`config.mk`:
```
export PLATFORM = sky130hd
export DESIGN_NAME = cpu_core
export DESIGN_NICKNAME = d
export VERILOG_FILES = /design/src/hw/rv_pkg.sv /design/src/hw/cpu_core.sv /design/src/hw/decode_stage.sv /design/src/hw/execute_stage.sv /design/src/hw/fetch_stage.sv /design/src/hw/hazard_unit.sv /design/src/hw/memory_stage.sv /design/src/hw/register_file.sv
export SDC_FILE = /design/constraint.sdc
export NUM_CORES = 2
export LEC_CHECK = 0
export BUFFER_PORTS_ARGS = -buffer_cell sky130_fd_sc_hd__buf_2
export CAP_MARGIN = 20
export CORE_ASPECT_RATIO = 0.9
export CORE_MARGIN = 1
export CORE_UTILIZATION = 60
export CTS_BUF_LIST = sky130_fd_sc_hd__clkbuf_4 sky130_fd_sc_hd__clkbuf_8
export DETAILED_ROUTE_END_ITERATION = 16
export PLACE_DENSITY = 0.87
export REMOVE_ABC_BUFFERS = 1
export SLEW_MARGIN = 20
export SYNTH_ARGS = -nofsm -noshare
export SYNTH_HDL_FRONTEND = slang
export SYNTH_SLANG_ARGS = --single-unit
```
`constraint.sdc`:
```
create_clock -name clock -period 6.23 [get_ports clock]
set_clock_uncertainty 0.05 [all_clocks]
set_input_delay 1.246 -clock clock [delete_from_list [all_inputs] [get_ports clock]]
set_output_delay 1.246 -clock clock [all_outputs]
set_load 0.01 [all_outputs]
```
`src/hw/rv_pkg.sv`:
```
package rv_pkg;

	typedef logic [31:0] word_t;
	typedef logic [4:0] reg_addr_t;

	// major opcodes of the supported subset
	typedef enum logic [6:0] {
		op_reg    = 7'b0110011,
		op_imm    = 7'b0010011,
		op_load   = 7'b0000011,
		op_store  = 7'b0100011,
		op_branch = 7'b1100011,
		op_jal    = 7'b1101111
	} opcode_t;

	typedef enum logic [2:0] {
		alu_add,
		alu_sub,
		alu_and,
		alu_or,
		alu_xor,
		alu_slt
	} alu_op_t;

	// four-phase data handshake
	typedef enum logic [1:0] {
		mem_idle,
		mem_wait_ack,
		mem_wait_release
	} mem_state_t;

	// addi x0,x0,0
	localparam word_t nop_instr = 32'h0000_0013;

endpackage

```
`src/hw/cpu_core.sv`:
```
`timescale 1ns/1ps

module cpu_core #(
	parameter rv_pkg::word_t reset_vector = '0
) (
	input  logic clock,
	input  logic reset,
	output rv_pkg::word_t instr_addr,
	input  rv_pkg::word_t instr_data,
	output logic data_req,
	output logic data_write,
	output rv_pkg::word_t data_addr,
	output rv_pkg::word_t data_wdata,
	input  logic data_ack,
	input  rv_pkg::word_t data_rdata
);

	rv_pkg::word_t if_pc, if_instr, jump_target, branch_target;
	rv_pkg::word_t id_pc, id_rs1_data, id_rs2_data, id_imm;
	rv_pkg::word_t ex_result, ex_store_data, wb_data;
	rv_pkg::reg_addr_t dec_rs1, dec_rs2, id_rs1, id_rs2, id_rd, ex_rd, wb_rd;
	rv_pkg::alu_op_t id_alu_op;
	logic jump_taken, branch_taken;
	logic id_alu_src_imm, id_reg_write, id_mem_read, id_mem_write, id_branch, id_jump;
	logic ex_reg_write, ex_mem_read, ex_mem_write;
	logic wb_reg_write, mem_busy;
	logic stall_front, bubble_idex, flush_ifid, freeze_all;

	fetch_stage #(
		.reset_vector(reset_vector)
	) fetch_i (
		.stall(stall_front),
		.flush(flush_ifid),
		.*
	);

	decode_stage decode_i (
		.hold(freeze_all),
		.bubble(bubble_idex),
		.dec_mem_read_next(),
		.*
	);

	// a taken branch leaves execute as a bubble
	execute_stage execute_i (
		.hold(freeze_all),
		.flush(branch_taken),
		.ex_fwd_data(),
		.*
	);

	memory_stage memory_i (.*);

	hazard_unit hazard_i (.*);

endmodule

```
`src/hw/decode_stage.sv`:
```
`timescale 1ns/1ps

module decode_stage (
	input  logic clock,
	input  logic reset,
	input  logic hold,
	input  logic bubble,
	input  rv_pkg::word_t if_pc,
	input  rv_pkg::word_t if_instr,
	input  rv_pkg::reg_addr_t wb_rd,
	input  logic wb_reg_write,
	input  rv_pkg::word_t wb_data,
	output rv_pkg::reg_addr_t dec_rs1,
	output rv_pkg::reg_addr_t dec_rs2,
	output logic dec_mem_read_next,
	output logic jump_taken,
	output rv_pkg::word_t jump_target,
	output rv_pkg::word_t id_pc,
	output rv_pkg::word_t id_rs1_data,
	output rv_pkg::word_t id_rs2_data,
	output rv_pkg::reg_addr_t id_rs1,
	output rv_pkg::reg_addr_t id_rs2,
	output rv_pkg::reg_addr_t id_rd,
	output rv_pkg::word_t id_imm,
	output rv_pkg::alu_op_t id_alu_op,
	output logic id_alu_src_imm,
	output logic id_reg_write,
	output logic id_mem_read,
	output logic id_mem_write,
	output logic id_branch,
	output logic id_jump
);

	rv_pkg::opcode_t opcode;
	rv_pkg::reg_addr_t rs1, rs2;
	rv_pkg::word_t rs1_data, rs2_data;
	rv_pkg::word_t imm_i, imm_s, imm_b, imm_j, imm;
	rv_pkg::alu_op_t alu_op;
	logic alu_src_imm, reg_write, mem_read, mem_write, branch, jump;
	logic use_rs1, use_rs2;

	register_file regs_i (.*);

	assign opcode = rv_pkg::opcode_t'(if_instr[6:0]);
	assign rs1 = if_instr[19:15];
	assign rs2 = if_instr[24:20];

	assign imm_i = {{20{if_instr[31]}}, if_instr[31:20]};
	assign imm_s = {{20{if_instr[31]}}, if_instr[31:25], if_instr[11:7]};
	assign imm_b = {{19{if_instr[31]}}, if_instr[31], if_instr[7], if_instr[30:25],
		if_instr[11:8], 1'b0};
	assign imm_j = {{11{if_instr[31]}}, if_instr[31], if_instr[19:12], if_instr[20],
		if_instr[30:21], 1'b0};

	always_comb begin
		alu_op = rv_pkg::alu_add;
		alu_src_imm = 1'b0;
		reg_write = 1'b0;
		mem_read = 1'b0;
		mem_write = 1'b0;
		branch = 1'b0;
		jump = 1'b0;
		use_rs1 = 1'b0;
		use_rs2 = 1'b0;
		imm = imm_i;
		case (opcode)
			rv_pkg::op_reg: begin
				reg_write = 1'b1;
				use_rs1 = 1'b1;
				use_rs2 = 1'b1;
				case (if_instr[14:12])
					3'b000: alu_op = if_instr[30] ? rv_pkg::alu_sub : rv_pkg::alu_add;
					3'b010: alu_op = rv_pkg::alu_slt;
					3'b100: alu_op = rv_pkg::alu_xor;
					3'b110: alu_op = rv_pkg::alu_or;
					3'b111: alu_op = rv_pkg::alu_and;
					default: alu_op = rv_pkg::alu_add;
				endcase
			end
			rv_pkg::op_imm: begin
				alu_src_imm = 1'b1;
				reg_write = 1'b1;
				use_rs1 = 1'b1;
			end
			rv_pkg::op_load: begin
				alu_src_imm = 1'b1;
				reg_write = 1'b1;
				mem_read = 1'b1;
				use_rs1 = 1'b1;
			end
			rv_pkg::op_store: begin
				alu_src_imm = 1'b1;
				mem_write = 1'b1;
				use_rs1 = 1'b1;
				use_rs2 = 1'b1;
				imm = imm_s;
			end
			rv_pkg::op_branch: begin
				branch = 1'b1;
				use_rs1 = 1'b1;
				use_rs2 = 1'b1;
				imm = imm_b;
			end
			rv_pkg::op_jal: begin
				// link value is pc + 4, computed by the alu
				jump = 1'b1;
				reg_write = 1'b1;
				alu_src_imm = 1'b1;
				imm = 32'd4;
			end
			default: ;
		endcase
	end

	assign jump_taken = jump;
	assign jump_target = if_pc + imm_j;

	// only real source registers count for the load-use check
	assign dec_rs1 = use_rs1 ? rs1 : '0;
	assign dec_rs2 = use_rs2 ? rs2 : '0;
	assign dec_mem_read_next = mem_read;

	always_ff @(posedge clock or negedge reset) begin
		if (!reset) begin
			id_pc <= '0;
			id_rs1_data <= '0;
			id_rs2_data <= '0;
			id_rs1 <= '0;
			id_rs2 <= '0;
			id_rd <= '0;
			id_imm <= '0;
			id_alu_op <= rv_pkg::alu_add;
			id_alu_src_imm <= 1'b0;
			id_reg_write <= 1'b0;
			id_mem_read <= 1'b0;
			id_mem_write <= 1'b0;
			id_branch <= 1'b0;
			id_jump <= 1'b0;
		end else if (hold) begin
			// frozen entry still picks up writebacks to its sources
			if (wb_reg_write && wb_rd != '0 && wb_rd == id_rs1) begin
				id_rs1_data <= wb_data;
			end
			if (wb_reg_write && wb_rd != '0 && wb_rd == id_rs2) begin
				id_rs2_data <= wb_data;
			end
		end else begin
			id_pc <= bubble ? '0 : if_pc;
			id_rs1_data <= bubble ? '0 : rs1_data;
			id_rs2_data <= bubble ? '0 : rs2_data;
			id_rs1 <= bubble ? '0 : rs1;
			id_rs2 <= bubble ? '0 : rs2;
			id_rd <= bubble ? '0 : if_instr[11:7];
			id_imm <= bubble ? '0 : imm;
			id_alu_op <= bubble ? rv_pkg::alu_add : alu_op;
			id_alu_src_imm <= alu_src_imm && !bubble;
			id_reg_write <= reg_write && !bubble;
			id_mem_read <= mem_read && !bubble;
			id_mem_write <= mem_write && !bubble;
			id_branch <= branch && !bubble;
			id_jump <= jump && !bubble;
		end
	end

endmodule

```
`src/hw/execute_stage.sv`:
```
`timescale 1ns/1ps

module execute_stage (
	input  logic clock,
	input  logic reset,
	input  logic hold,
	input  logic flush,
	input  rv_pkg::word_t id_pc,
	input  rv_pkg::word_t id_rs1_data,
	input  rv_pkg::word_t id_rs2_data,
	input  rv_pkg::reg_addr_t id_rs1,
	input  rv_pkg::reg_addr_t id_rs2,
	input  rv_pkg::reg_addr_t id_rd,
	input  rv_pkg::word_t id_imm,
	input  rv_pkg::alu_op_t id_alu_op,
	input  logic id_alu_src_imm,
	input  logic id_reg_write,
	input  logic id_mem_read,
	input  logic id_mem_write,
	input  logic id_branch,
	input  logic id_jump,
	output rv_pkg::word_t ex_fwd_data,
	input  rv_pkg::reg_addr_t wb_rd,
	input  logic wb_reg_write,
	input  rv_pkg::word_t wb_data,
	output logic branch_taken,
	output rv_pkg::word_t branch_target,
	output rv_pkg::word_t ex_result,
	output rv_pkg::word_t ex_store_data,
	output rv_pkg::reg_addr_t ex_rd,
	output logic ex_reg_write,
	output logic ex_mem_read,
	output logic ex_mem_write
);

	rv_pkg::word_t opnd_a, opnd_b;
	rv_pkg::word_t alu_a, alu_b, alu_out;
	logic ex_fwd_ok, wb_fwd_ok;

	// a load in memory has no data yet, load-use stall covers it
	assign ex_fwd_ok = ex_reg_write && !ex_mem_read && ex_rd != '0;
	assign wb_fwd_ok = wb_reg_write && wb_rd != '0;
	assign ex_fwd_data = ex_result;

	always_comb begin
		if (ex_fwd_ok && ex_rd == id_rs1) begin
			opnd_a = ex_result;
		end else if (wb_fwd_ok && wb_rd == id_rs1) begin
			opnd_a = wb_data;
		end else begin
			opnd_a = id_rs1_data;
		end
		if (ex_fwd_ok && ex_rd == id_rs2) begin
			opnd_b = ex_result;
		end else if (wb_fwd_ok && wb_rd == id_rs2) begin
			opnd_b = wb_data;
		end else begin
			opnd_b = id_rs2_data;
		end
	end

	// jal goes through as pc + 4
	assign alu_a = id_jump ? id_pc : opnd_a;
	assign alu_b = id_alu_src_imm ? id_imm : opnd_b;

	always_comb begin
		case (id_alu_op)
			rv_pkg::alu_sub: alu_out = alu_a - alu_b;
			rv_pkg::alu_and: alu_out = alu_a & alu_b;
			rv_pkg::alu_or: alu_out = alu_a | alu_b;
			rv_pkg::alu_xor: alu_out = alu_a ^ alu_b;
			rv_pkg::alu_slt: alu_out = {31'b0, $signed(alu_a) < $signed(alu_b)};
			default: alu_out = alu_a + alu_b;
		endcase
	end

	assign branch_taken = id_branch && (opnd_a == opnd_b);
	assign branch_target = id_pc + id_imm;

	always_ff @(posedge clock or negedge reset) begin
		if (!reset) begin
			ex_result <= '0;
			ex_store_data <= '0;
			ex_rd <= '0;
			ex_reg_write <= 1'b0;
			ex_mem_read <= 1'b0;
			ex_mem_write <= 1'b0;
		end else if (!hold) begin
			ex_result <= alu_out;
			ex_store_data <= opnd_b;
			ex_rd <= flush ? '0 : id_rd;
			ex_reg_write <= id_reg_write && !flush;
			ex_mem_read <= id_mem_read && !flush;
			ex_mem_write <= id_mem_write && !flush;
		end
	end

endmodule

```
`src/hw/fetch_stage.sv`:
```
`timescale 1ns/1ps

module fetch_stage #(
	parameter rv_pkg::word_t reset_vector = '0
) (
	input  logic clock,
	input  logic reset,
	input  logic stall,
	input  logic flush,
	input  logic jump_taken,
	input  logic branch_taken,
	input  rv_pkg::word_t jump_target,
	input  rv_pkg::word_t branch_target,
	output rv_pkg::word_t instr_addr,
	input  rv_pkg::word_t instr_data,
	output rv_pkg::word_t if_pc,
	output rv_pkg::word_t if_instr
);

	rv_pkg::word_t pc;
	rv_pkg::word_t next_pc;

	assign instr_addr = pc;

	// branch in execute is older than a jump in decode
	always_comb begin
		if (branch_taken) begin
			next_pc = branch_target;
		end else if (jump_taken) begin
			next_pc = jump_target;
		end else begin
			next_pc = pc + 32'd4;
		end
	end

	always_ff @(posedge clock or negedge reset) begin
		if (!reset) begin
			pc <= reset_vector;
			if_pc <= '0;
			if_instr <= rv_pkg::nop_instr;
		end else if (!stall) begin
			pc <= next_pc;
			if_pc <= pc;
			if_instr <= flush ? rv_pkg::nop_instr : instr_data;
		end
	end

endmodule

```
`src/hw/hazard_unit.sv`:
```
`timescale 1ns/1ps

module hazard_unit (
	input  rv_pkg::reg_addr_t dec_rs1,
	input  rv_pkg::reg_addr_t dec_rs2,
	input  rv_pkg::reg_addr_t id_rd,
	input  logic id_mem_read,
	input  logic jump_taken,
	input  logic branch_taken,
	input  logic mem_busy,
	output logic stall_front,
	output logic bubble_idex,
	output logic flush_ifid,
	output logic freeze_all
);

	logic load_use;

	// load in execute feeding the instruction in decode
	assign load_use = id_mem_read && id_rd != '0 &&
		(id_rd == dec_rs1 || id_rd == dec_rs2);

	assign stall_front = load_use || mem_busy;
	assign bubble_idex = load_use || branch_taken;
	assign flush_ifid = jump_taken || branch_taken;
	assign freeze_all = mem_busy;

endmodule

```
`src/hw/memory_stage.sv`:
```
`timescale 1ns/1ps

module memory_stage (
	input  logic clock,
	input  logic reset,
	input  rv_pkg::word_t ex_result,
	input  rv_pkg::word_t ex_store_data,
	input  rv_pkg::reg_addr_t ex_rd,
	input  logic ex_reg_write,
	input  logic ex_mem_read,
	input  logic ex_mem_write,
	output logic data_req,
	output logic data_write,
	output rv_pkg::word_t data_addr,
	output rv_pkg::word_t data_wdata,
	input  logic data_ack,
	input  rv_pkg::word_t data_rdata,
	output logic mem_busy,
	output rv_pkg::reg_addr_t wb_rd,
	output logic wb_reg_write,
	output rv_pkg::word_t wb_data
);

	rv_pkg::mem_state_t state;
	rv_pkg::word_t load_data;
	logic access;

	assign access = ex_mem_read || ex_mem_write;

	// request fields come straight from the frozen ex/mem entry
	assign data_req = (state == rv_pkg::mem_idle && access) || state == rv_pkg::mem_wait_ack;
	assign data_write = ex_mem_write;
	assign data_addr = ex_result;
	assign data_wdata = ex_store_data;

	// done once ack has dropped after req was lowered
	assign mem_busy = data_req || (state == rv_pkg::mem_wait_release && data_ack);

	always_ff @(posedge clock or negedge reset) begin
		if (!reset) begin
			state <= rv_pkg::mem_idle;
		end else begin
			case (state)
				rv_pkg::mem_idle: begin
					if (access) begin
						state <= rv_pkg::mem_wait_ack;
					end
				end
				rv_pkg::mem_wait_ack: begin
					if (data_ack) begin
						state <= rv_pkg::mem_wait_release;
					end
				end
				rv_pkg::mem_wait_release: begin
					if (!data_ack) begin
						state <= rv_pkg::mem_idle;
					end
				end
				default: state <= rv_pkg::mem_idle;
			endcase
		end
	end

	always_ff @(posedge clock) begin
		if (state == rv_pkg::mem_wait_ack && data_ack) begin
			load_data <= data_rdata;
		end
	end

	// bubble into writeback while the access is in progress
	always_ff @(posedge clock or negedge reset) begin
		if (!reset) begin
			wb_rd <= '0;
			wb_reg_write <= 1'b0;
			wb_data <= '0;
		end else if (mem_busy) begin
			wb_rd <= '0;
			wb_reg_write <= 1'b0;
		end else begin
			wb_rd <= ex_rd;
			wb_reg_write <= ex_reg_write;
			wb_data <= ex_mem_read ? load_data : ex_result;
		end
	end

endmodule

```
`src/hw/register_file.sv`:
```
`timescale 1ns/1ps

module register_file (
	input  logic clock,
	input  logic reset,
	input  rv_pkg::reg_addr_t rs1,
	input  rv_pkg::reg_addr_t rs2,
	output rv_pkg::word_t rs1_data,
	output rv_pkg::word_t rs2_data,
	input  rv_pkg::reg_addr_t wb_rd,
	input  logic wb_reg_write,
	input  rv_pkg::word_t wb_data
);

	rv_pkg::word_t regs [32];

	always_ff @(posedge clock or negedge reset) begin
		if (!reset) begin
			for (int i = 0; i < 32; i++) begin
				regs[i] <= '0;
			end
		end else if (wb_reg_write && wb_rd != '0) begin
			regs[wb_rd] <= wb_data;
		end
	end

	// x0 reads zero, same-cycle write passes straight through
	assign rs1_data = (rs1 == '0) ? '0 :
		(wb_reg_write && wb_rd == rs1) ? wb_data : regs[rs1];
	assign rs2_data = (rs2 == '0) ? '0 :
		(wb_reg_write && wb_rd == rs2) ? wb_data : regs[rs2];

endmodule

```
Yosys cells after proc, flatten, opt, wreduce, memory -nomap -nowiden
Cells that the tools add are included.

Register bits: 1416. Input port bits: 67. Logic and storage cells: 207.

$add $sub $neg: 5. Magnitude comparators: 5. Equality and inequality tests: 29. Multiplexer cells: 55. Bitwise gates (word level): 6. Reductions and logical operators: 47.

Operators with widths (number): bitwise mux 1024 bit (1); 2-to-1 mux 32 bit (25); binary-select mux 32 bit (select 5 bit) (2); demux 32 bit (select 5 bit) (1); case mux 32 bit (5 select lines) (1); adder 32 bit (3); case mux 32 bit (3 select lines) (1); equality test 5 bit (8); 2-to-1 mux 5 bit (7); adder 32 x 3 -> 32 bit (second input constant) (1); bitwise AND 32 bit (1); equality test 32 bit (1); < comparator 32 bit (1); bitwise OR 32 bit (1); subtractor 32 bit (1); bitwise XOR 32 bit (1); logical AND 1 bit (25); >= comparator 6 bit (second input constant) (3); inverter 5 -> 6 bit (3); equality test 3 bit (second input constant) (5); case mux 3 bit (5 select lines) (1); nonzero test 5 bit (3); equality test 7 x 6 -> 1 bit (second input constant) (2); equality test 7 bit (second input constant) (2); other kinds (22) (47).

Depth between registers and ports, before layout
Word-level depth: 10. Mapped depth: 25. Mapped depth without buffers: 21.

By module
Synthesis repeated with hierarchy kept, for this count alone.

Cells, all modules: 7022. Area, all modules: 83543.9 um^2.

Modules (own cells, without submodules): register_file (times used 1, cells an instance 3889, area each 55669.6 um^2, sequential area each 25624.6 um^2); execute_stage (times used 1, cells an instance 1611, area each 12091.6 um^2, sequential area each 1801.7 um^2); decode_stage (times used 1, cells an instance 745, area each 7322.0 um^2, sequential area each 3328.2 um^2); fetch_stage (times used 1, cells an instance 526, area each 4948.5 um^2, sequential area each 2406.1 um^2); memory_stage (times used 1, cells an instance 230, area each 3350.7 um^2, sequential area each 1961.9 um^2); hazard_unit (times used 1, cells an instance 21, area each 161.4 um^2, sequential area each 0.0 um^2).

Worst setup path before layout
No wires, ideal clock.

Kind: register -> register. From: register execute_i.ex_rd[1]. To: register execute_i.ex_result[25], in the netlist execute_i.ex_fwd_data[25]. Arrival time: 5.538 ns. Slack: 0.565 ns. Cell stages (with the launch flop): 24. Period minus slack after synthesis: 5.665 ns. Cell sequence: dfrtp_1 -> or4_4 -> o211ai_4 -> or2_1 -> buf_4 -> buf_6 -> clkbuf_1 -> buf_1 -> nor2_1 -> a211oi_1 -> a21o_1 -> ha_1 -> clkbuf_1 -> a21o_1 -> a21oi_1 -> o21bai_1 -> a31oi_1 -> o211ai_1 -> and3_1 -> a2111oi_1 -> mux2_2 -> nor4b_1 -> a2111oi_0 -> a21oi_1.

Longest elaborated chain between the ends: 7. Elaborated cells on any way between the ends: 16. Classes of those cells: 2 x add/sub; 2 x eq/ne; 5 x mux; 3 x bitwise; 4 x reduce/logical.

RTL lines: start, declared (line execute_stage.sv:30) `output rv_pkg::reg_addr_t ex_rd,`; start signal, assigned (line execute_stage.sv:91) `ex_rd <= flush ? '0 : id_rd;`; nonzero test 5 bit (line execute_stage.sv:41) `assign ex_fwd_ok = ex_reg_write && !ex_mem_read && ex_rd != '0;`; logical AND 1 bit (line execute_stage.sv:41); logical AND 1 bit (on tied branches) (line execute_stage.sv:46, execute_stage.sv:53); 2-to-1 mux 32 bit (on tied branches) (line execute_stage.sv:46, execute_stage.sv:53); 2-to-1 mux 32 bit (on tied branches) (line execute_stage.sv:63, execute_stage.sv:64); adder 32 bit (tied with other cells) (line execute_stage.sv:73) `default: alu_out = alu_a + alu_b;`; case mux 32 bit (5 select lines) * (line execute_stage.sv:67) `case (id_alu_op)`; end signal, assigned (line execute_stage.sv:89) `ex_result <= alu_out;`; end, declared (line execute_stage.sv:28) `output rv_pkg::word_t ex_result,`.

Mark *: on every way between the ends. The rest lies on a longest branch, timed or not. A chain may end at the register's enable or synchronous reset.

Final worst setup path
From: register execute_i.ex_rd[2]. To: register execute_i.ex_result[31], in the netlist execute_i.ex_fwd_data[31].

The elaborated chain is that of the path after synthesis.

==> metrics list <==
- In the final layout, the share of cells above drive strength 1 is 39.3%.
* First-pass GRT wire length: 395000 µm
* Sequential-to-total area share from yosys stat: 43.5%
- Number of antenna violations at the first check in global routing: 13
- Dominant combinational cell family by area after synthesis: multiplexers
* Fraction of registers with async set or reset after synthesis: 97.7%
- Each instance of the synthesized netlist takes up on average 12.8 µm².
- Drt first-iter violations: 7721
- 165 I/O pins were placed.
* Leak pwr: 40.1 nW
* Detailed Place HPWL: 162000 µm
- STA classifies the critical path startpoint as a flop.
- Most numerous cell types in the synthesized netlist: sky130_fd_sc_hd__dfrtp_1 (1362), sky130_fd_sc_hd__mux2_2 (1027), sky130_fd_sc_hd__mux4_2 (640)
- Synth top area share: 42.2%
- Grouping stages by cell kind, the critical path spends the most delay in compound AO/OA/AOI/OAI gates.
* Cells along the critical path: or4_4 > o211ai_4 > or2_2 > buf_12 > a31oi_1 > mux2_2 > ha_1 > buf_4 > nand2_1 > nor4_1 > o32ai_1 > o211ai_1 > and3_1 > a2111oi_1 > buf_4 > o41ai_1 > xor2_1 > a2111oi_0 > a31oi_1
- Vert. Die Dim: 350 µm
* Max Clock Freq: 0.170 GHz
- Once detail routing completed, the nets flagged for antenna violations numbered 0.
* Chip Width: 389 µm
* Worst min path class: input pin to async pin
* Number of H-tree levels: 4
- Of all cell types, the one taking the most synthesized area is sky130_fd_sc_hd__dfrtp_1.
- In the finished design, the share of the clock period the worst path needs comes to 94.3%.
- On the critical path, the stage with the largest delay is an instance of sky130_fd_sc_hd__or4_4.
- Of the total synthesized cell area, the portion taken by XOR and XNOR cells is 1.76%.
- At the worst endpoint, the arrival time is 6620 ps.
- Global placer's final weighted congestion: 1.01
- Time the worst path needs with I/O delays and setup: 5870 ps
- Yosys warnings: 0
- Number of failing hold endpoints at the final stage: 0
* Reg2Reg Capture Point: execute_i.ex_fwd_data[31]
* Synth Cell Area: 80700 µm²
- For this run, the share of the core covered by cells in the final layout is 66.2%.
- Starting Density: 60.5%
* Sum of overflow across all layers after global routing: 0
* Full die area: 136000 µm²
- The register with the most flip-flops in the layout has 1024 of them.
* Core Area: 133000 µm²
- Clock-pin slew was measured on the worst setup and hold paths at 70 ps.
- Worst path setup slack after routing: 357 ps
* Total DRC errors in the routed layout: 0
- Top register by number of flip-flops: decode_i.regs_i.regs
- Clock network latency to the later pin of the worst-skew pair: 990 ps
* Seq cells post-synth: 1397
* Maximum number of pins on one net before global-route repair: 164
- Worst Path Class, Setup: flop to flop
- Yosys attributes the largest share of cell area to sky130_fd_sc_hd__dfrtp_1 (42%), sky130_fd_sc_hd__mux4_2 (18%), sky130_fd_sc_hd__mux2_2 (14%).
- Arithmetic-cell share of the synthesized area counting full adders, half adders and majority gates: 2.55%
* Critical path endpoint category: flop
- Synthesis produced 6326 cells.
- Cell Pwr Density: 429 nW/µm²
* Count of different cell masters after synthesis: 100
* Clock sink total: 1397
* EDFF count, synth: 32
* Tightest Pin Transition: 1220 ps
- Power after layout: 37.9 mW
* Post-route setup TNS: 0 ps
- Via count normalized by instance count: 7.26
* Buffer and inverter count on the worst path: 3
- Hold is met by 154 ps.
- Post-CTS repair timing setup buffer count: 0
- Setup repair after global routing left no endpoint under its margin.
- Across the run, the number of max-cap violations was 0.
* Pins over their slew limit: 0
* Number of global-route vias before repair: 61400
- Most common cell in the synthesized netlist: sky130_fd_sc_hd__dfrtp_1
* Number of nets at the end of the flow: 6520
* Outcome: finished clean
* Via count of the routed design: 59700
- The worst pin sits at a relative slew slack of 18.7%.
- GR Util All Layers: 39.0%
- For the worst setup path, the data required time is 6980 ps.
- Buffers placed on the I/O ports in this run total 164.
* Post-synthesis share of cell area spent on and, or, nand and nor gates: 5.48%
- Most used flip-flop cell after synthesis: sky130_fd_sc_hd__dfrtp_1
* FP Rows: 127
- R2R Setup Slk: 360 ps
- The routed design has 263000 µm of wire.
- Endpoints failing setup: 0
- Of the post-synthesis cell area, the part taken by muxes is 34.2%.
- Post-synthesis compound-gate area fraction: 8.81%
- OpenSTA, run right after detailed placement, puts the worst setup slack at 464 ps.
* Hold bufs inserted after CTS: 0
- Clock Tree Root: sky130_fd_sc_hd__clkbuf_8
- The longest clock path from root to sink contains 3 buffers.
- Clock tree synthesis inserted a total of 220 buffers.
* Layout Area Growth over Synthesis: 9.30%
- For this run, the slowest stage of the critical path takes 580 ps.
- First drt pass iteration count: 6
- Of all nets on the critical path, the largest fanout is 57.
* CTS tree: built
- Measured in cells, the most critical reg-to-reg path has a length of 19.
- After detailed routing, the average wire length per cell comes to 31.9 µm.
- Across the VDD grid, the largest voltage drop is 0.000354 V.
* Startpoint of the worst-slack reg-to-reg timing path: execute_i.ex_rd[2]
==> routing by layer <==
layer	GRT usage [%]	routed length (µm)	up-vias
li1	-	-	23900
met2	56.5	114000	4477
met4	22.6	17200	16
met5	0	135	-
met1	50.3	93500	30200
met3	14.9	37800	1201
==> final cells by class <==
class / instances / area (µm²)
clock buffer: 329 / 4200
inverter: 132 / 495
timing repair buffer: 355 / 2520
clock inverter: 79 / 774
fill: 8869 / 45100
sequential: 1397 / 35200
antenna: 4 / 10.0
multi-input combinational: 4185 / 42800
tap: 1741 / 2180
==> placed cells by master, fill, tap and decap left out, types with 112 or more instances in the layout <==
cell                          n
sky130_fd_sc_hd__a21oi_1    238
sky130_fd_sc_hd__buf_2      163
sky130_fd_sc_hd__buf_4      170
sky130_fd_sc_hd__clkbuf_8   277
sky130_fd_sc_hd__dfrtp_1   1342
sky130_fd_sc_hd__ha_1       158
sky130_fd_sc_hd__inv_1      132
sky130_fd_sc_hd__mux2_2    1027
sky130_fd_sc_hd__mux2i_1    159
sky130_fd_sc_hd__mux4_2     640
sky130_fd_sc_hd__nand2_1    367
sky130_fd_sc_hd__nor2_1     265
sky130_fd_sc_hd__o21ai_0    213
sky130_fd_sc_hd__xnor2_1    112
==> cells by family after synthesis <==
family	count (synthesis)
AOI/OAI and AO/OA	1061
xor gates and xnor gates	162
adders and majority gates	162
buffers and inverters	744
DFF	1397
muxes	1827
and+or+nand+nor	973
==> worst max path at each step <==
stage                                      endpoint  slack, ps  depth (start not counted)            startpoint
after floorplan              fetch_i.instr_addr[27]     -12550                          7  fetch_i.if_instr[15]
after global placement    execute_i.ex_fwd_data[25]        510                         20    execute_i.ex_rd[1]
after detailed placement  execute_i.ex_fwd_data[25]        460                         20    execute_i.ex_rd[1]
after CTS                 execute_i.ex_fwd_data[25]        420                         20     memory_i.wb_rd[2]
after global routing      execute_i.ex_fwd_data[25]          7                         20     memory_i.wb_rd[3]
final                     execute_i.ex_fwd_data[31]        360                         19    execute_i.ex_rd[2]
==> per-stage QoR <==
step | area, µm² | instances
after floorplan | 78200 | 5714
after detailed placement | 83200 | 7809
final | 88200 | 8222
after global placement | 83200 | 7809
after global routing | 88200 | 8219
after CTS | 88200 | 8217
==> power by group <==
group	switching (mW)	internal (mW)
Combinational	10.2	6.63
Clock	4.06	4.75
Sequential	1.96	10.3
Total	16.2	21.7
==> repair_timing <==
item | in CTS | in global routing
endpoints found under the hold margin | 0 | 0
resized for setup | 0 | 6
endpoints found under the setup margin | 0 | 2
Note: power is estimated with default switching activity, not from simulation.
